==> src/roadf_pkg.sv <==
// Shared types for the ROM download path
// Referenced by scoped name from the loader modules
package roadf_pkg;

    // One byte from the loader stream
    typedef logic [7:0] byte_t;

    // Header byte index, headers up to 16 bytes
    typedef logic [3:0] hdr_cnt_t;

    // Body load address, sized for the largest supported store
    typedef logic [15:0] load_addr_t;

    // Region that a body address falls in
    typedef enum logic [1:0] {
        REGION_MAIN = 2'd0,
        REGION_SCR  = 2'd1,
        REGION_OBJ  = 2'd2,
        REGION_PCM  = 2'd3
    } region_e;

    // Download sequencing
    typedef enum logic [1:0] {
        DL_IDLE   = 2'd0,
        DL_HEADER = 2'd1,
        DL_BODY   = 2'd2,
        DL_DONE   = 2'd3
    } dl_state_e;

endpackage
==> src/roadf_dl_fsm.sv <==
// Download sequencer for the loader stream
// Steps through header and body phases and latches the board variant flag
module roadf_dl_fsm (
    input  logic               clk,
    input  logic               rst,
    input  logic               dl_active,
    input  logic               byte_wr,
    input  roadf_pkg::byte_t   byte_data,
    input  logic               hdr_last,
    input  logic               is_first,
    output logic               hdr_phase,
    output logic               body_phase,
    output logic               dl_done,
    output logic               is_hyper
);

    roadf_pkg::dl_state_e state;
    roadf_pkg::dl_state_e state_nxt;

    always_comb begin
        state_nxt = state;
        case (state)
            roadf_pkg::DL_IDLE: begin
                if (dl_active) begin
                    state_nxt = roadf_pkg::DL_HEADER;
                end
            end
            roadf_pkg::DL_HEADER: begin
                // Loader gave up before the header was complete
                if (!dl_active) begin
                    state_nxt = roadf_pkg::DL_IDLE;
                end else if (hdr_last) begin
                    state_nxt = roadf_pkg::DL_BODY;
                end
            end
            roadf_pkg::DL_BODY: begin
                if (!dl_active) begin
                    state_nxt = roadf_pkg::DL_DONE;
                end
            end
            roadf_pkg::DL_DONE: begin
                // Held here until a new download starts
                if (dl_active) begin
                    state_nxt = roadf_pkg::DL_HEADER;
                end
            end
            default: begin
                state_nxt = roadf_pkg::DL_IDLE;
            end
        endcase
    end

    always_ff @(posedge clk) begin
        if (rst) begin
            state <= roadf_pkg::DL_IDLE;
        end else begin
            state <= state_nxt;
        end
    end

    // Bit 0 of header byte 0 selects Hyper Sports over Road Fighter
    always_ff @(posedge clk) begin
        if (rst) begin
            is_hyper <= 1'b0;
        end else if (byte_wr && is_first && state == roadf_pkg::DL_HEADER) begin
            is_hyper <= byte_data[0];
        end
    end

    assign hdr_phase  = (state == roadf_pkg::DL_HEADER);
    assign body_phase = (state == roadf_pkg::DL_BODY);
    assign dl_done    = (state == roadf_pkg::DL_DONE);

    // Counter must only flag the last header byte while the header is running
    a_hdr_last_in_header: assert property (
        @(posedge clk) disable iff (rst)
        hdr_last |-> state == roadf_pkg::DL_HEADER
    );

endmodule

==> config.mk <==
export PLATFORM = sky130hd
export DESIGN_NAME = roadf_dl_fsm
export DESIGN_NICKNAME = d
export VERILOG_FILES = /design/src/roadf_pkg.sv /design/src/roadf_dl_fsm.sv
export SDC_FILE = /design/constraint.sdc
export NUM_CORES = 1
export LEC_CHECK = 0
export BUFFER_PORTS_ARGS = -buffer_cell sky130_fd_sc_hd__buf_2
export CORE_AREA = 10 10 47 49
export CTS_CLUSTER_DIAMETER = 200
export DETAILED_ROUTE_END_ITERATION = 10
export DIE_AREA = 0 0 57 59
export PLACE_DENSITY_LB_ADDON = 0.1
export REMOVE_ABC_BUFFERS = 1
export SLEW_MARGIN = 20
export SYNTH_ARGS = -nofsm -noshare
export SYNTH_HDL_FRONTEND = slang
export SYNTH_SLANG_ARGS = --single-unit
==> constraint.sdc <==
create_clock -name clk -period 1.55 [get_ports clk]
set_input_delay 0.155 -clock clk [delete_from_list [all_inputs] [get_ports clk]]
set_output_delay 0.155 -clock clk [all_outputs]
set_load 0.01 [all_outputs]
# After elaboration in Yosys (flattened, before gate mapping)

Cells that the tools add are included.

Register bits: 3
Word-level logic and storage cells: 18

Equal/unequal tests: 6
Multiplexer cells: 5
Reduce and logical (&&, ||, !) cells: 5

Operators by type and width:

| kind                 | count |
|---|---|
| $mux W2              | 4 |
| $pmux W2 S3          | 1 |
| $eq A2 B2 Y1 const B | 2 |
| $ne A3 B3 Y1 const B | 1 |
| $reduce_and A3 Y1    | 1 |
| $eq A2 B1 Y1 const B | 1 |
| $logic_and A1 B1 Y1  | 2 |
| $logic_not A2 Y1     | 1 |
| $ne A2 B1 Y1 const B | 1 |
| $ne A2 B2 Y1 const B | 1 |
| $reduce_or A2 Y1     | 1 |

# Logic depth before layout (Yosys ltp)

Word-level depth: 4
Gate-level depth with buffers: 5
Mapped depth without buffers: 5

# Worst setup path after synthesis

OpenSTA, ideal clock, no wires.

Path type: register -> register
From: register state[0]
To: register state[0]
Arrival time: 1.084 ns
Required time: 1.464 ns
Setup slack: 0.381 ns
Stages on the path, launching flop included: 6
Buffers on the path: 0
Period minus slack after synthesis: 1.169 ns
Path through: dfxtp_1 inv_1 ha_1 nor2_1 a211oi_1 a211oi_1

Longest elaborated chain between the ends: 4
Elaborated cells on any way between the ends: 10
Those cells by class: eq/ne (6); mux (1); reduce/logical (3)

RTL lines:

| item                                             | line               | source |
|---|---|---|
| from (decl)                                      | roadf_dl_fsm.sv:17 | `roadf_pkg::dl_state_e state;` |
| from (signal assigned)                           | roadf_dl_fsm.sv:55 | `state <= roadf_pkg::DL_IDLE;` |
| from (signal assigned)                           | roadf_dl_fsm.sv:57 | `state <= state_nxt;` |
| $eq A2 B2 Y1 or $logic_not A2 Y1 (tied branches) | roadf_dl_fsm.sv:22 | `case (state)` |
| $reduce_or A2 Y1 (no line)                       | --                 |  |
| $ne A2 B1 Y1 (no line)                           | --                 |  |
| $reduce_and A3 Y1 (no line)                      | --                 |  |

Parallel ways exist; a longest one is shown, timed or not.
A chain may end at the register's enable or synchronous reset.

# Final worst setup path

Ends and elaborated chain as after synthesis.

==> flow_summary.toml <==
[detailed_routing]
drt.antenna.violating_nets = 0
drt-vias-per-instance = 3.82
post_drt_wl_per_cell_um = 10.4
drt_pre_antenna_iters = 2
drt_first_iter_violations = 5
total_wirelength_of_the_detailed_routed_design_um = 529
num_vias = 195
drc = 0

[cells_and_area]
num-nets-final = 54
finalNonFillerCells = 51
multi_input_area_sq_um = 140
drive_gt1_frac = 0.400
antennaDiodeCount = 0
sequential_cell_area_sq_um = 60.1
fillers = 170
area_delta_synth_final_pct = 46.4

[floorplanning]
core_sq_mm = 0.00140
die_width_um = 57
dieArea_sq_mm = 0.00336
num_rows = 14
die_h_um = 59
pin_count = 18
initial_util = 0.148

[power]
leakagePower_nw = 0.160
power_per_cell_area_mw_per_mm2 = 1390
irDropWorstVdd_v = 0.000419

[critical_path]
critical_path_arrival_ns = 1.45
worst_r2r_path_depth = 5
startpoint_type = "register"
ff2ff_setup_slack_ns = 0.25
timing.critical_path.required_ns = 1.70
timing.critical_path.fanout_max = 5
timing.rr.end = "state[0]"
timing.critical_path.to_type = "register"
reg2reg_from = "state[0]"
path_class = "register to register"

[min_path]
min_path_type = "primary input to register"
worst_hold_path.endpoint = "state[1]"
worstHoldPathCells = 2
hold_start = "rst"

[logic_synthesis]
synth.yosys.seq_area_share = 0.289
syn_area_sq_um = 208
synth_area_per_cell_sq_um = 9.89
ys_ff_latch = 3
synth_warn = 0
synth_cell_types = 10
netlist_instances = 21

[cts]
cts_tree = "built"
post_cts_resized = 0
cts.root.buffer_cell = "clkbuf_4"
max-clock-path-buffers = 2
tritoncts.num_buffers = 3
htree_levels = 1
clk_transition_reported_paths_ns = 0.04
cts.sinks = 3
cts_hold_buffers = 0
postCtsSetupBuffers = 0
insertion_delay_ns = 0.23

[sta]
min_period_over_period = 0.839
rsz0062_at_grt = "false"
timing_hold_violations_final = 0
worstMarginPinSlew_ns = 0.208
layout_min_cycle_time_ns = 1.30
finalSetupTns_ns = 0
setup_violations = 0
achievable-frequency_mhz = 769
slew-limit-headroom = 0.861
clock-skew-final_ns = 0.0000657
final_slew_violations = 0

[global_routing]
global_route_wire_length_before_repair_um = 848
grt_pass1_vias = 186
overflow = 0
combined_global_route_utilization_of_all_metal_layers = 0.0380
maximum_number_of_pins_on_one_net_before_global_route_repair = 6
antenna_violations_before_repair = 0

[placement]
dp_hpwl_um = 439
post-place-cells = 47
numPortBuffers = 10
gpl.final_weighted_congestion = 0.661

[status]
run_status = "complete, no violations"

[job]
max_cap_violations = 0
cells in the mapped netlist:
master,count,area (sq um)
a211oi_1,4,30.0
ha_1,4,50.1
dfxtp_1,3,60.1
inv_1,2,7.51
mux2i_1,2,20.0
nor2_1,2,7.51
a21o_1,1,7.51
nand2b_1,1,6.26
nand3_1,1,5.00
nor2b_4,1,13.8
worst max-delay path, cell delays in order (launching register included):
cell      delay (ns)
dfxtp_1         0.41
inv_1           0.07
ha_1            0.28
nor2_1          0.18
a211oi_1        0.08
a211oi_1        0.19
worst max path at each step:
stage | from | cells after the start | endpoint | slack (ns)
floorplan | state[0] | 5 | state[0] | 0.38
global placement | state[0] | 5 | state[1] | 0.25
detailed placement | state[0] | 5 | state[0] | 0.24
CTS | state[0] | 5 | state[0] | 0.24
global route | state[0] | 5 | state[1] | 0.15
finish | state[0] | 5 | state[0] | 0.25
cells in the final DEF (no fill, tap or decap):
| cell | instances |
|---|---|
| mux2i_1 | 2 |
| dfxtp_1 | 3 |
| a211oi_1 | 4 |
| nor2b_4 | 1 |
| nand2b_1 | 1 |
| ha_1 | 4 |
| buf_2 | 10 |
| inv_1 | 2 |
| a21o_1 | 1 |
| nor2_1 | 2 |
| clkbuf_4 | 3 |
| nand3_1 | 1 |
| clkbuf_1 | 1 |
metrics by stage:
step                      hold WS (ns)   util  worst slack (ns)  power (mW)  cell area [sq um]
after detailed placement         0.354  0.198             0.237       0.290                278
after global routing             0.104  0.217             0.154       0.475                304
after floorplan                  0.227      -             0.381       0.240                208
final                            0.110  0.217             0.249       0.424                304
after global placement           0.355  0.198             0.252       0.291                278
after CTS                        0.101  0.217             0.236       0.438                304
power breakdown:
group          internal, mW  switching [mW]
clock                0.0966          0.0420
combinational        0.0797          0.0867
sequential           0.0961          0.0228
total                 0.272           0.151
logic make-up (layout without fill, tap and decap cells):
kind of cell    after synthesis  after routing  synth area share
flops                         3              3             0.289
mux                           2              2            0.0964
compound gates                5              5             0.181
fa+ha+maj                     4              4             0.241
simple gates                  5              5             0.157
buf+inv                       2             16            0.0362
routing by layer:
layer,vias up,wire [um],track usage
met4,0,8,0.0503
met2,5,232,0.0465
li1,103,-,-
met5,-,0,0
met3,2,48,0.0386
met1,85,238,0.0296
cell type report:
class                      count  area share
multi-input combinational     16       0.461
sequential                     3       0.198
timing repair buffer          10       0.165
clock buffer                   4      0.0864
tap                           16      0.0658
inverter                       2      0.0247
registers in the layout (all words and copies together), names as in the netlist:
signal / flops
state: 2
is_hyper: 1
No activity file was read; power rests on OpenSTA's default activity.
