File: src/roadf_pkg.sv
// Shared types for the ROM download path
// Referenced by scoped name from the loader modules
package roadf_pkg;

    // One byte from the loader stream
    typedef logic [7:0] byte_t;

    // Header byte index, headers up to 16 bytes
    typedef logic [3:0] hdr_cnt_t;

    // Body load address, sized for the largest supported store
    typedef logic [15:0] load_addr_t;

    // Region that a body address falls in
    typedef enum logic [1:0] {
        REGION_MAIN = 2'd0,
        REGION_SCR  = 2'd1,
        REGION_OBJ  = 2'd2,
        REGION_PCM  = 2'd3
    } region_e;

    // Download sequencing
    typedef enum logic [1:0] {
        DL_IDLE   = 2'd0,
        DL_HEADER = 2'd1,
        DL_BODY   = 2'd2,
        DL_DONE   = 2'd3
    } dl_state_e;

endpackage
File: src/roadf_dl_counter.sv
// Header byte counter and body load address generator
// Drops body strobes that fall outside the store and flags the overrun
module roadf_dl_counter #(
    parameter int HDR_LEN = 8,
    parameter int ADDR_W  = 10
) (
    input  logic                  clk,
    input  logic                  rst,
    input  logic                  dl_active,
    input  logic                  byte_wr,
    input  logic                  hdr_phase,
    input  logic                  body_phase,
    output logic                  hdr_last,
    output logic                  is_first,
    output roadf_pkg::load_addr_t body_addr,
    output logic                  body_wr,
    output logic                  overrun
);

    roadf_pkg::hdr_cnt_t hdr_cnt;
    logic                dl_active_q;
    logic                dl_start;
    logic                in_range;

    assign dl_start = dl_active & ~dl_active_q;
    // Upper bits beyond the store width must all be clear
    assign in_range = (body_addr >> ADDR_W) == '0;

    always_ff @(posedge clk) begin
        if (rst) begin
            dl_active_q <= 1'b0;
            hdr_cnt     <= '0;
            body_addr   <= '0;
            overrun     <= 1'b0;
        end else begin
            dl_active_q <= dl_active;
            if (dl_start) begin
                hdr_cnt <= '0;
                overrun <= 1'b0;
            end else if (hdr_phase && byte_wr) begin
                hdr_cnt <= hdr_cnt + 1'b1;
            end
            if (!body_phase) begin
                body_addr <= '0;
            end else if (byte_wr && body_addr != '1) begin
                // Saturates so a long stream cannot wrap back into range
                body_addr <= body_addr + 1'b1;
            end
            if (body_phase && byte_wr && !in_range) begin
                overrun <= 1'b1;
            end
        end
    end

    assign is_first = hdr_phase && hdr_cnt == '0;
    assign hdr_last = hdr_phase && byte_wr && hdr_cnt == roadf_pkg::hdr_cnt_t'(HDR_LEN - 1);
    assign body_wr  = body_phase && byte_wr && in_range;

    // Body address only moves up while the body runs
    a_no_wrap: assert property (
        @(posedge clk) disable iff (rst)
        body_phase && $past(body_phase) |-> body_addr >= $past(body_addr)
    );

endmodule

File: config.mk
export PLATFORM = sky130hd
export DESIGN_NAME = roadf_dl_counter
export DESIGN_NICKNAME = d
export VERILOG_FILES = /design/src/roadf_pkg.sv /design/src/roadf_dl_counter.sv
export SDC_FILE = /design/constraint.sdc
export NUM_CORES = 1
export LEC_CHECK = 0
export BUFFER_PORTS_ARGS = -buffer_cell sky130_fd_sc_hd__buf_2
export CORE_MARGIN = 2
export CORE_UTILIZATION = 52
export CTS_BUF_LIST = sky130_fd_sc_hd__clkbuf_16
export DETAILED_ROUTE_END_ITERATION = 7
export GPL_TIMING_DRIVEN = 0
export PLACE_DENSITY = 0.84
export REMOVE_ABC_BUFFERS = 1
export SYNTH_ARGS = -nofsm -noshare
export SYNTH_HDL_FRONTEND = slang
export SYNTH_SLANG_ARGS = --single-unit
File: constraint.sdc
create_clock -name clk -period 2.4 [get_ports clk]
set_input_delay 0 -clock clk [delete_from_list [all_inputs] [get_ports clk]]
set_output_delay 0 -clock clk [all_outputs]
set_load 0.005 [all_outputs]
# After elaboration in Yosys (flattened, before gate mapping)
# Index checks and enable logic that the tools add are counted.
# totals
register_bits,22
out_inout_bits,20
elab_cells,26
# classes
n_reduce_logical,13
n_eq_ne,2
addsub,2
mux,2
bitwise,3
# op_table
cell,n
16-bit by 1-bit adder with 16-bit output (second input constant),1
16-bit zero test,1
16-bit inequality test (second input constant),1
1-bit logical AND,7
4-bit by 1-bit adder with 4-bit output (second input constant),1
4-bit by 3-bit == test with 1-bit output (second input constant),1
4-bit zero test,1
2-bit OR reduction,2
1-bit two-way mux,2
1-bit inverter,2
2-bit nonzero test,1
1-bit bitwise AND,1
1-bit zero test,1

# Logic depth before layout (Yosys ltp)
# logic_depth
ltp_word,4
ltp_mapped,6

# Least setup slack after synthesis
# No wires, ideal clock.
# synth_timing
kind,reg2reg
from,reg body_addr[0]
to,reg body_addr[11]
slack_ps,687
required_ps,2330
n_path_buf,1
synth_period_minus_slack_ps,1713
t_arrival_ps,1643
stages_incl_launch_ff,7
setup_time_ps,70
cell_sequence,dfxtp_1 > ha_1 > and3_1 > and3_4 > buf_6 > or4_1 > a21oi_1
# synth_between
elab_chain_len,2
# synth_rtl
element,line_no,text
from (decl),roadf_dl_counter.sv:15,"output roadf_pkg::load_addr_t body_addr,"
from (signal assigned),roadf_dl_counter.sv:47,body_addr <= body_addr + 1'b1;
"parallel branches: the longest is 2 deep, another holds 16-bit by 1-bit adder with 16-bit output",-,
# Parallel ways; which one is timed is not known.
# A chain may end at the register's enable or synchronous reset.

# Worst setup path after layout
# layout_timing
from,in rst
to,reg body_addr[15]
# layout_between
elab_chain_len,1
# layout_rtl
element,line_no,text
from (decl),roadf_dl_counter.sv:8,"input logic rst,"
2-bit OR reduction (no line),-,
# Every way passes these cells.

==> metrics.md <==
| Metric | Value |
|---|---|
| Area leader, netlist | dfxtp_1 |
| Crit path max fanout | 19 |
| PwrDens | approximately 540 nW/µm² |
| Pwr Total | around 0.76 mW |
| Drt pass-1 iters | 4 |
| Post-DP Area | 1300 µm² |
| Sequential Area | between 400 and 500 µm² |
| Share of layout cells above drive strength 1 | 0.183 |
| Ranking of synthesized cells by area | dfxtp_1, nand2_1, mux2i_1, ha_1, nand2b_1 |
| Outcome | finished, final reports clean |
| Worst slew pin tran | 1.28 ns |
| Syn_area_per_cell | 8.45 µm² |
| CTS buffer count | 3 |
| CTS Hold Bufs | 2 |
| CP startpoint | rst |
| Via count | 1132 |
| CP Capture Type | flip-flop |
| Hold WC Path Type | input port to flip-flop |
| Largest net degree at the start of global routing | 20 |
| Setup TNS | 0 ns |
| Syn-to-layout area delta | 18.4% |
| Max-cap check violation count | 0 |
| Final min period | 1.99 ns |
| Sequential element share of the synthesized area | 0.372 |
| Clock Skew | 0.00155 ns |
| Iter 0 DRT Violations | 49 |
| Initial antenna violation count | 0 |
| Critical Setup Path Class | input port to flip-flop |
| Drt drc | 0 |
| Die Ht | slightly above 50 µm |
| M3 GR Usage | 0.0345 |
| Finish-stage setup viols | 0 |
| CTS resizes | 0 |
| Post-CTS Setup Inserts | 0 |
| Routed len/inst | 13.5 µm |
| Static Leak | 0.605 nW |
| Achievable Freq | around 0.50 GHz |
| GR Util met2 | 0.361 |
| Ys Warns | 0 |
| Worst setup margin | approximately 0.41 ns |
| Core box area | 2190 µm² |
| Vias in the first global route | a little over 1000 |
| Fillcell total | between 150 and 200 |
| Vias per cell | roughly 5.9 |
| Synth top cells by count | dfxtp_1, nand2_1, mux2i_1, nor2_1 |
| DPL Wire Length | 1770 µm |
| Clk sinks | 22 |
| Worst relative slew slack | 0.148 |
| Clock buffer depth | 2 |
| Skew-Pair Late Insertion Delay | 0.25 ns |
| H-tree depth | 1 |
| Synthesized area | approximately 1200 µm² |
| Most used DFF post-synth | dfxtp_1 |
| Placed cell count | about 190 |
| Site Rows | 17 |
| Worst EP required | ~2.5 ns |
| Critical Path Source Type | input port |
| Tcrit/Tclk final | 0.830 |
| Final Cell Area | ~1400 µm² |
| Most common cell in the netlist | dfxtp_1 |
| RR Startpoint | body_addr[0] |
| Die area | approximately 2700 µm² |
| Antenna Nets Post-Route | 0 |
| Nets | roughly 170 |
| Max-slew violation count | 0 |
| Top Usage Layer GRT | met2 |
| Ant. Diodes | 0 |
| Syn Inst Count | 140 |
| Post-synth EDFFs | 0 |
| Top cell type's share of synthesized area | 0.372 |
| Num ports | 26 |
| Peak supply drop | about 0.00040 V |
| CTS tree | yes |
| IO Port Bufs | 25 |
| Starting Density | 0.540 |
| RSZ-0062 raised after global routing | no |
| Placement Setup Slack | between 0.6 and 0.7 ns |
| Chip width | roughly 52 µm |
| Clock root buffer | clkbuf_16 |
| Yosys cell types | 42 |
| First-pass GRT wire length | 4370 µm |
| #FFs+latches synth | 22 |
| Data arrival, critical path | 2.13 ns |
| GPL Wtd Cong | around 0.8 |
| Fin cells | between 150 and 200 |
| Clock Pin Slew Worst Setup and Hold Paths | 0.06 ns |
| Hold Crit Start | hdr_phase |
| Post-synthesis async set-or-reset flop share | 0 |
| Aggregate global-route resource usage | 0.214 |
| Routed WL | 2590 µm |
| Area of the multi-input gates | about 680 µm² |
| Remaining global-route overflow | 0 |
| Met1 Usage GRT | 0.273 |
| Final Hold Vio Count | 0 |
[metrics by stage]
stage,hold slack [ns],utilization
floorplan,0.0716,-
global placement,0.203,0.595
detailed placement,0.209,0.595
CTS,0.0579,0.640
global route,0.0724,0.640
finish,0.0533,0.640
[sequential cells by signal, indices dropped and copies added (netlist names)]
name,cells
body_addr,16
dl_active_q,1
hdr_cnt,4
overrun,1
[final cells by class]
cell class / instances / area share
Multi-Input combinational cell: 106 / 0.488
Sequential cell: 22 / 0.314
Timing Repair Buffer: 27 / 0.104
Clock buffer: 3 / 0.0536
Tap cell: 28 / 0.0250
Inverter: 5 / 0.0134
Clock inverter: 1 / 0.00268
[critical path, stage by stage]
cell and delay [ns]:
dlygate4sd3_1 0.54, buf_2 0.14, nor2b_1 0.96, o311ai_0 0.34, o41ai_1 0.14
[placed cells by master (no fill, tap or decap), types with 5 or more instances in the layout]
cell / n
nand2_1: 21
inv_1: 5
a21oi_1: 5
nand2b_1: 6
buf_2: 25
nor2_1: 7
nand3_1: 5
mux2i_1: 7
dfxtp_1: 22
nand4_1: 6
[metal layers]
layer	vias up	routed length (µm)	part of all wire
met5	-	0	0
met4	0	29	0.011
met3	4	127	0.049
met2	44	1230	0.47
met1	526	1200	0.46
li1	558	-	-
[final timing paths]
kind,depth (start not counted),to,slack [ns]
hold / removal,3,hdr_cnt[1],0.05
setup / recovery,5,body_addr[15],0.41
hold reg to reg,1,overrun,0.46
setup reg to reg,5,body_addr[11],0.65
[logic make-up (layout without fill, tap and decap cells)]
group / Yosys count / count (layout) / share of synthesized area
multiplexers: 7 / 7 / 0.0592
XOR/XNOR: 3 / 3 / 0.0222
buffers and inverters: 12 / 36 / 0.0507
adder cells (fa/ha/maj): 3 / 3 / 0.0317
AND/OR/NAND/NOR: 68 / 68 / 0.311
AO/OA/AOI/OAI: 25 / 25 / 0.153
flip-flops: 22 / 22 / 0.372
[where the power goes]
part | internal, mW | leakage, nW | switching [mW]
sequential | 0.368 | 0.178 | 0.00199
clock | 0.222 | 0.0385 | 0.128
combinational | 0.0165 | 0.389 | 0.0243
Note: power is estimated with default switching activity, not from simulation.
