<file path="src/roadf_pkg.sv">
// Shared types for the ROM download path
// Referenced by scoped name from the loader modules
package roadf_pkg;

    // One byte from the loader stream
    typedef logic [7:0] byte_t;

    // Header byte index, headers up to 16 bytes
    typedef logic [3:0] hdr_cnt_t;

    // Body load address, sized for the largest supported store
    typedef logic [15:0] load_addr_t;

    // Region that a body address falls in
    typedef enum logic [1:0] {
        REGION_MAIN = 2'd0,
        REGION_SCR  = 2'd1,
        REGION_OBJ  = 2'd2,
        REGION_PCM  = 2'd3
    } region_e;

    // Download sequencing
    typedef enum logic [1:0] {
        DL_IDLE   = 2'd0,
        DL_HEADER = 2'd1,
        DL_BODY   = 2'd2,
        DL_DONE   = 2'd3
    } dl_state_e;

endpackage
</file>
<file path="src/roadf_region_map.sv">
// Region decode and graphics address reordering for body bytes
// Registers the translated write toward the ROM store
module roadf_region_map #(
    parameter int ADDR_W    = 10,
    parameter int SCR_START = 256,
    parameter int OBJ_START = 512,
    parameter int PCM_START = 768
) (
    input  logic                  clk,
    input  logic                  rst,
    input  roadf_pkg::load_addr_t body_addr,
    input  logic                  body_wr,
    input  roadf_pkg::byte_t      byte_data,
    output logic                  store_we,
    output logic [ADDR_W-1:0]     store_addr,
    output roadf_pkg::byte_t      store_data
);

    roadf_pkg::region_e    region;
    roadf_pkg::load_addr_t mapped;

    // Regions are contiguous, checked from the top down
    always_comb begin
        if (body_addr >= roadf_pkg::load_addr_t'(PCM_START)) begin
            region = roadf_pkg::REGION_PCM;
        end else if (body_addr >= roadf_pkg::load_addr_t'(OBJ_START)) begin
            region = roadf_pkg::REGION_OBJ;
        end else if (body_addr >= roadf_pkg::load_addr_t'(SCR_START)) begin
            region = roadf_pkg::REGION_SCR;
        end else begin
            region = roadf_pkg::REGION_MAIN;
        end
    end

    // Graphics ROMs are stored with their low address bits rotated so the
    // video fetch reads a whole tile row in sequence
    always_comb begin
        mapped = body_addr;
        case (region)
            roadf_pkg::REGION_SCR: begin
                mapped[3:0] = {body_addr[2:0], ~body_addr[3]};
            end
            roadf_pkg::REGION_OBJ: begin
                mapped[4:0] = {body_addr[2:0], ~body_addr[4], ~body_addr[3]};
            end
            default: begin
                // Main and PCM keep their load address
                mapped = body_addr;
            end
        endcase
    end

    always_ff @(posedge clk) begin
        if (rst) begin
            store_we <= 1'b0;
        end else begin
            store_we <= body_wr;
        end
    end

    // Payload only follows a valid strobe
    always_ff @(posedge clk) begin
        if (body_wr) begin
            store_addr <= mapped[ADDR_W-1:0];
            store_data <= byte_data;
        end
    end

endmodule

</file>
<file path="config.mk">
export PLATFORM = sky130hd
export DESIGN_NAME = roadf_region_map
export DESIGN_NICKNAME = d
export VERILOG_FILES = /design/src/roadf_pkg.sv /design/src/roadf_region_map.sv
export SDC_FILE = /design/constraint.sdc
export NUM_CORES = 1
export LEC_CHECK = 0
export ABC_AREA = 1
export BUFFER_PORTS_ARGS = -buffer_cell sky130_fd_sc_hd__buf_2
export CORE_ASPECT_RATIO = 1.25
export CORE_MARGIN = 5
export CORE_UTILIZATION = 25
export CTS_BUF_LIST = sky130_fd_sc_hd__clkbuf_2
export CTS_CLUSTER_SIZE = 24
export DETAILED_ROUTE_END_ITERATION = 8
export MAX_ROUTING_LAYER = met4
export SYNTH_ARGS = -nofsm -noshare
export SYNTH_HDL_FRONTEND = slang
export SYNTH_SLANG_ARGS = --single-unit
export TNS_END_PERCENT = 20
</file>
<file path="constraint.sdc">
create_clock -name clk -period 2.3 [get_ports clk]
set_input_delay 0.115 -clock clk [delete_from_list [all_inputs] [get_ports clk]]
set_output_delay 0.115 -clock clk [all_outputs]
set_load 0.01 [all_outputs]
</file>
# == Yosys cells after proc, flatten, opt, wreduce, memory -nomap -nowiden ==
# Cells that the tools add are included.
# totals
out_inout_bits,19
reg_bits,19
wordCells,15
in_bits,27
# op_classes
n_eq_ne,2
bitwise,2
muxes,5
magnitude_cmp,3
# op_table
cell,count
"16-bit by 10-bit >= comparator with 1-bit output, second input constant",2
"16-bit by 9-bit >= comparator with 1-bit output, second input constant",1
4-bit case mux with 2 select lines,1
2-bit 2-to-1 mux,2
"2-bit by 1-bit == test with 1-bit output, second input constant",1
"2-bit == test, second input constant",1
1-bit 2-to-1 mux,2
1-bit inverter,2

# == Depth between registers and ports, before layout ==
# Gate-level depths: netlist (run 1).
# depth
word_depth,6
mapped_depth,9

# == Worst setup path before layout (run 1) ==
# Ideal clock, no wire load.
# synth_timing
kind,input -> register
from,in body_addr[12]
to,"reg store_addr[0], data pin"
path_buffers,0
slack_ps,1103
t_arrival_ps,939
path_stages,8
cell_sequence,nor2_1 -> nand2_2 -> nor2_2 -> inv_1 -> ha_1 -> nor2_1 -> o21ai_0 -> nand2_1
# synth_via
elab_chain_cells,6
word_cells_on_any_way,9
classes_between,order compare: 3; eq/ne: 2; mux: 4
# synth_lines
element,line,text
start: declaration,roadf_region_map.sv:11,"input roadf_pkg::load_addr_t body_addr,"
16-bit by 9-bit >= comparator with 1-bit output,roadf_region_map.sv:28,end else if (body_addr >= roadf_pkg::load_addr_t'(SCR_START)) begin
1-bit 2-to-1 mux,roadf_region_map.sv:28,
2-bit 2-to-1 mux,roadf_region_map.sv:26,end else if (body_addr >= roadf_pkg::load_addr_t'(OBJ_START)) begin
2-bit 2-to-1 mux *,roadf_region_map.sv:24,if (body_addr >= roadf_pkg::load_addr_t'(PCM_START)) begin
2-bit == test / 2-bit by 1-bit == test with 1-bit output (equally long branches),roadf_region_map.sv:39,case (region)
4-bit case mux with 2 select lines *,roadf_region_map.sv:39,
net mapped[0],roadf_region_map.sv:20,roadf_pkg::load_addr_t mapped;
end signal: assignment,roadf_region_map.sv:64,store_addr <= mapped[ADDR_W-1:0];
end: declaration,roadf_region_map.sv:15,"output logic [ADDR_W-1:0] store_addr,"
# Mark *: on every way through the listed nets, which the timed path passes. The rest lies on a longest branch.
# A chain may end at the register's enable or synchronous reset.

# == Worst setup path after layout (run 1) ==
# layout_timing
from,in body_addr[9]
to,"reg store_addr[0], data pin"
# The elaborated chain is that of the path after synthesis.

==> flow_metrics.env, run 1 <==
export IMPL_placed_area_um2=1020
export IMPL_drv_slew=0
export IMPL_crit_slowest_cell="dlygate4sd3_1"
export IMPL_dieArea_um2=4190
export IMPL_wl_met3_um=258
export IMPL_nFillCells=296
export IMPL_clockBufferDepth=2
export IMPL_wl_um=1640
export IMPL_route_vias_total=629
export IMPL_final_core_util_pct=40.4
export IMPL_cts_sinks=19
export IMPL_p_switching_w=0.000137
export IMPL_dp_slack_ns=0.913
export IMPL_synth_distinct_cells=10
export IMPL_critPathMaxFanout=6
export IMPL_grt_pass1_vias=638
export IMPL_cts_clk_slew_worst_paths_ns=0.15
export IMPL_rows=22
export IMPL_synth_fp_nets=90
export IMPL_via_per_inst=3.93
export IMPL_coreArea_um2=2920
export IMPL_cts_max_level=1
export IMPL_hold_path_end="store_addr[0]"
export IMPL_drive_gt1_share_pct=43.5
export IMPL_powerDensity_nw_per_um2=546
export IMPL_hpwlAfterDp_um=1330
export IMPL_antenna_found_initial=0
export IMPL_worst_slack_ns=0.767
export IMPL_whs_path_depth=3
export IMPL_tightestPinTransition_ns=0.396
export IMPL_relSlewSlack_pct=73.6
export IMPL_ys_seq_elements=19
export IMPL_startpoint_type="input pin"
export IMPL_pin_count=46
export IMPL_top_layer_used="met3"
export IMPL_layout_area_overhead_vs_synth_pct=57.5
export IMPL_crit_chain="dlygate4sd3_1 -> buf_2 -> inv_1 -> nand2_1 -> nor2_2 -> inv_1 -> ha_1 -> nor2_1 -> o21ai_0 -> nand2_1"
export IMPL_crit_arrival_ns=1.58
export IMPL_cts_made_buffers=3
export IMPL_path_class="input pin to register"
export IMPL_grt_ovfl_total=0
export IMPL_hold_class="input pin to register"
export IMPL_rsz0062_at_grt="no"
export IMPL_ys_seq_area_share_pct=74.9
export IMPL_final_cell_mix="buf_2 (45), nand2_1 (23), edfxtp_1 (18)"
export IMPL_synth_cells=61
export IMPL_yosysWarningCount=0
export IMPL_drtIter0Drc=10
export IMPL_irDropWorstVdd_v=0.000232
export IMPL_hold_viol=0
export IMPL_tns_ns=0
export IMPL_layout_nets=154
export IMPL_die_w_um=58.9
export IMPL_initial_core_util_pct=25.6
export IMPL_finalCriticalPeriod_ns=1.53
export IMPL_io_buffers=45
export IMPL_wl_per_cell_um=10.3
export IMPL_hold_ws_ns=0.134
export IMPL_min_from="body_addr[0]"
export IMPL_antenna_left=0
export IMPL_pwr_share_seq_pct=64.2
export IMPL_combPwrFrac_pct=15.4
export IMPL_cts_resized=0
export IMPL_drv_cap=0
export IMPL_swShare_pct=21.4
export IMPL_fin_crit_sh_pct=66.6
export IMPL_clock_fmax_mhz=652
export IMPL_die_h_um=71.2
export IMPL_crit_required_ns=2.35
export IMPL_max_stage_delay_ns=0.53
export IMPL_wl_met2_um=748
export IMPL_drc_errors=0
export IMPL_grt_max_degree=20
export IMPL_status="completed"
export IMPL_syn_avg_cell_area_um2=12.3
export IMPL_intPower_w=0.000506
export IMPL_setup_viol=0
export IMPL_synth_area_um2=748
export IMPL_n_antenna_cell=0
export IMPL_gp_congestion=0.765
export IMPL_grt_pass1_wl_um=2590
export IMPL_stdcell_area_um2=1180
export IMPL_wirelength_met1_um=634
export IMPL_grtUsageTotal_pct=8.09
export IMPL_firstDrtPassIters=3
export IMPL_cts_root_buf="clkbuf_2"
export IMPL_cts_tree="yes"
export IMPL_p_leak_nw=0.555
export IMPL_cp_end_kind="register"
export IMPL_mostFrequentLayoutCell="buf_2"
export IMPL_pwr_share_clk_pct=20.4
## worst max-delay path by stage
stage,startpoint,end,slack [ns],depth (start not counted)
2_1_floorplan,body_addr[12],store_addr[0],1.10,8
3_3_place_gp,body_addr[12],store_addr[0],0.95,9
3_5_place_dp,body_addr[12],store_addr[0],0.91,9
4_1_cts,body_addr[9],store_addr[0],0.78,10
5_1_grt,body_addr[9],store_addr[0],0.70,10
6_report,body_addr[9],store_addr[0],0.77,10
## worst max-delay path: cells and delay by family
family	cells	cell delay, ns
AO/OA/AOI/OAI	1	0.07
AND/OR/NAND/NOR	4	0.28
adder cells (fa/ha/maj)	1	0.37
buffers and inverters	4	0.74
## cell families after synthesis
| group | synth area share (%) |
|---|---|
| buffers and inverters | 3.51 |
| and+or+nand+nor | 16.9 |
| adders and majority gates | 3.34 |
| DFF | 74.9 |
| AOI/OAI and AO/OA | 1.34 |
## state kept, by name, indices dropped and copies added (netlist names)
name	count
store_we	1
store_data	8
store_addr	10
## layout make-up
type,count,area (um2),share of cell area (%)
Inverter,7,26.3,2.23
Multi-Input combinational cell,35,161,13.7
Tap cell,36,45.0,3.82
Sequential cell,19,561,47.6
Timing Repair Buffer,59,365,31.0
Clock buffer,4,20.0,1.70
## power groups by stage
stage | Sequential [W] | Clock [W] | Combinational [W]
finish | 0.000413 | 0.000131 | 0.0000991
global route | 0.000416 | 0.000159 | 0.000109
CTS | 0.000414 | 0.000142 | 0.0000996
detailed placement | 0.000422 | 0 | 0.0000821
global placement | 0.000421 | 0 | 0.0000809
floorplan | 0.000438 | 0 | 0.00000967
## through the flow
stage / total power (W) / std cells
2_1_floorplan: 0.000448 / 61
3_3_place_gp: 0.000502 / 142
3_5_place_dp: 0.000504 / 142
4_1_cts: 0.000655 / 159
5_1_grt: 0.000684 / 160
6_report: 0.000643 / 160
## metal layers
metal	GRT usage, %	up-vias
li1	-	324
met1	8.47	268
met2	13.9	37
met3	2.55	0
met4	3.02	0
met5	-	-
## what timing repair did
item | 4_1_cts | 5_1_grt
buffers inserted | 0 | 0
hold endpoints to repair | 13 | 1
hold buffers | 13 | 1
## synth_stat cells
cell type | number | area, um2
nor2_2 | 3 | 18.8
edfxtp_1 | 18 | 541
nor2_1 | 4 | 15.0
o21ai_0 | 2 | 10.0
dfxtp_1 | 1 | 20.0
nand2_2 | 1 | 6.26
nand2_1 | 23 | 86.3
inv_1 | 6 | 22.5
ha_1 | 2 | 25.0
inv_2 | 1 | 3.75
Power figures use the tool's default switching activity.
==> run 2, diff against run 1 <==
==> constraint.sdc (replaced) <==
create_clock -name clk -period 1.5 [get_ports clk]
set_input_delay 0.075 -clock clk [delete_from_list [all_inputs] [get_ports clk]]
set_output_delay 0.075 -clock clk [all_outputs]
set_load 0.01 [all_outputs]
==> run 2 against run 1 <==
  * Global-route usage increased by 0.38 points
  * Wire length increased by 4.8%
  * Via count increased by 2.2%
  * Non-clock buffer count increased by 1
  * Combinational power increased by 55%
  * Utilization increased by 0.94 points
  * Sequential cell count unchanged
  * Largest cell class unchanged
  * Setup slack got worse by 0.68 ns
  * Count of clock-buffer cells in the layout unchanged
  * Design area increased by 2.3%
==> flow_metrics.env, run 2 (same netlist as run 1, synthesis figures left out) <==
export IMPL_dp_slack_ns=0.163
export IMPL_fin_crit_sh_pct=94.5
export IMPL_antenna_found_initial=0
export IMPL_die_h_um=71.2
export IMPL_finalCriticalPeriod_ns=1.42
export IMPL_via_per_inst=3.99
export IMPL_intPower_w=0.000777
export IMPL_critPathMaxFanout=6
export IMPL_clock_fmax_mhz=706
export IMPL_pin_count=46
export IMPL_firstDrtPassIters=4
export IMPL_grt_pass1_wl_um=2700
export IMPL_largest_reg_flops=10
export IMPL_grt_pass1_vias=669
export IMPL_cts_sinks=19
export IMPL_reg_largest_list="store_addr: 10 flops, store_data: 8 flops, store_we: 1 flops"
export IMPL_route_vias_total=643
export IMPL_hold_viol=0
export IMPL_grt_ovfl_total=0
export IMPL_whs_path_depth=3
export IMPL_layout_nets=155
export IMPL_initial_core_util_pct=25.6
export IMPL_grtUsageTotal_pct=8.47
export IMPL_rows=22
export IMPL_relSlewSlack_pct=73.9
export IMPL_wl_um=1720
export IMPL_status="completed"
export IMPL_gp_congestion=0.765
export IMPL_worst_slack_ns=0.0829
export IMPL_cts_max_level=1
export IMPL_irDropWorstVdd_v=0.000399
export IMPL_rsz0062_at_grt="no"
export IMPL_grt_max_degree=20
export IMPL_die_w_um=58.9
export IMPL_crit_required_ns=1.55
export IMPL_cts_root_buf="clkbuf_2"
export IMPL_pwr_share_clk_pct=20.4
export IMPL_hpwlAfterDp_um=1350
export IMPL_drv_cap=0
export IMPL_path_class="input pin to register"
export IMPL_final_cell_mix="buf_2 (45), nand2_1 (23), edfxtp_1 (18)"
export IMPL_clockBufferDepth=2
export IMPL_tightestPinTransition_ns=0.391
export IMPL_setup_viol=0
export IMPL_hold_class="input pin to register"
export IMPL_mostFrequentLayoutCell="buf_2"
export IMPL_powerDensity_nw_per_um2=821
export IMPL_p_switching_w=0.000214
export IMPL_cts_tree="yes"
export IMPL_dieArea_um2=4190
export IMPL_startpoint_type="input pin"
export IMPL_n_antenna_cell=0
export IMPL_largest_register="store_addr"
export IMPL_cts_made_buffers=3
export IMPL_swShare_pct=21.6
export IMPL_drtIter0Drc=11
export IMPL_cp_end_kind="register"
export IMPL_tns_ns=0
export IMPL_drive_gt1_share_pct=45.6
export IMPL_wl_per_cell_um=10.7
export IMPL_drv_slew=0
export IMPL_drc_errors=0
export IMPL_combPwrFrac_pct=15.6
export IMPL_cts_clk_slew_worst_paths_ns=0.15
export IMPL_crit_arrival_ns=1.47
export IMPL_layout_area_overhead_vs_synth_pct=61.2
export IMPL_io_buffers=45
export IMPL_p_leak_nw=0.560
export IMPL_antenna_left=0
export IMPL_pwr_share_seq_pct=64.0
export IMPL_coreArea_um2=2920
run 2: cell types whose count changed in the layout (fill, tap and decap cells not counted), sizes merged:
cell	before	now
buf	45	46
run 2: area by class of cell:
cell class	instances	area [um2]
clock buffers	4	20.0
fillers	288	1710
inverters	7	26.3
multi-input cells	35	181
flip-flops and latches	19	561
well taps	36	45.0
repair buffers	60	373
run 2: power by group through the flow:
stage          Sequential [W]  Combinational, W  Clock [W]
3_3_place_gp         0.000646          0.000124          0
6_report             0.000634          0.000154   0.000202
3_5_place_dp         0.000647          0.000126          0
5_1_grt              0.000639          0.000168   0.000243
2_1_floorplan        0.000672         0.0000148          0
4_1_cts              0.000634          0.000154   0.000219
run 2: timing repair:
| item | CTS | global route |
|---|---|---|
| gates resized for setup | 0 | 5 |
| endpoints found under the hold margin | 14 | 0 |
| buffers inserted | 0 | 1 |
| endpoints found under the setup margin | 0 | 4 |
| hold buffers | 14 | 0 |
run 2: metrics by stage:
stage	area (um2)	instances	hold WS, ns	power [W]	utilization [%]
2_1_floorplan	748	61	0.146	0.000686	-
3_3_place_gp	1020	142	0.237	0.000770	34.9
3_5_place_dp	1020	142	0.237	0.000773	34.9
4_1_cts	1180	160	0.0606	0.00101	40.4
5_1_grt	1210	161	0.0779	0.00105	41.3
6_report	1210	161	0.0873	0.000990	41.3
run 2: per-layer routing:
layer | wire length (um) | global-route usage (%) | part of all wire [%]
met5 | 0 | - | 0
met4 | 0 | 3.02 | 0
met3 | 281 | 2.55 | 16
met2 | 799 | 14.7 | 47
met1 | 638 | 8.80 | 37
run 2: worst paths after layout:
kind / startpoint / endpoint / slack [ns]
min: body_addr[0] / store_addr[0] / 0.09
max: body_addr[9] / store_addr[0] / 0.08
run 2: worst max-delay path, stage by stage:
cell and delay [ns]:
dlygate4sd3_1 0.53, buf_2 0.13, inv_1 0.05, nand2_1 0.05
nor2_2 0.12, inv_1 0.07, ha_4 0.30, nor2_1 0.04
o21ai_1 0.06, nand2_1 0.05
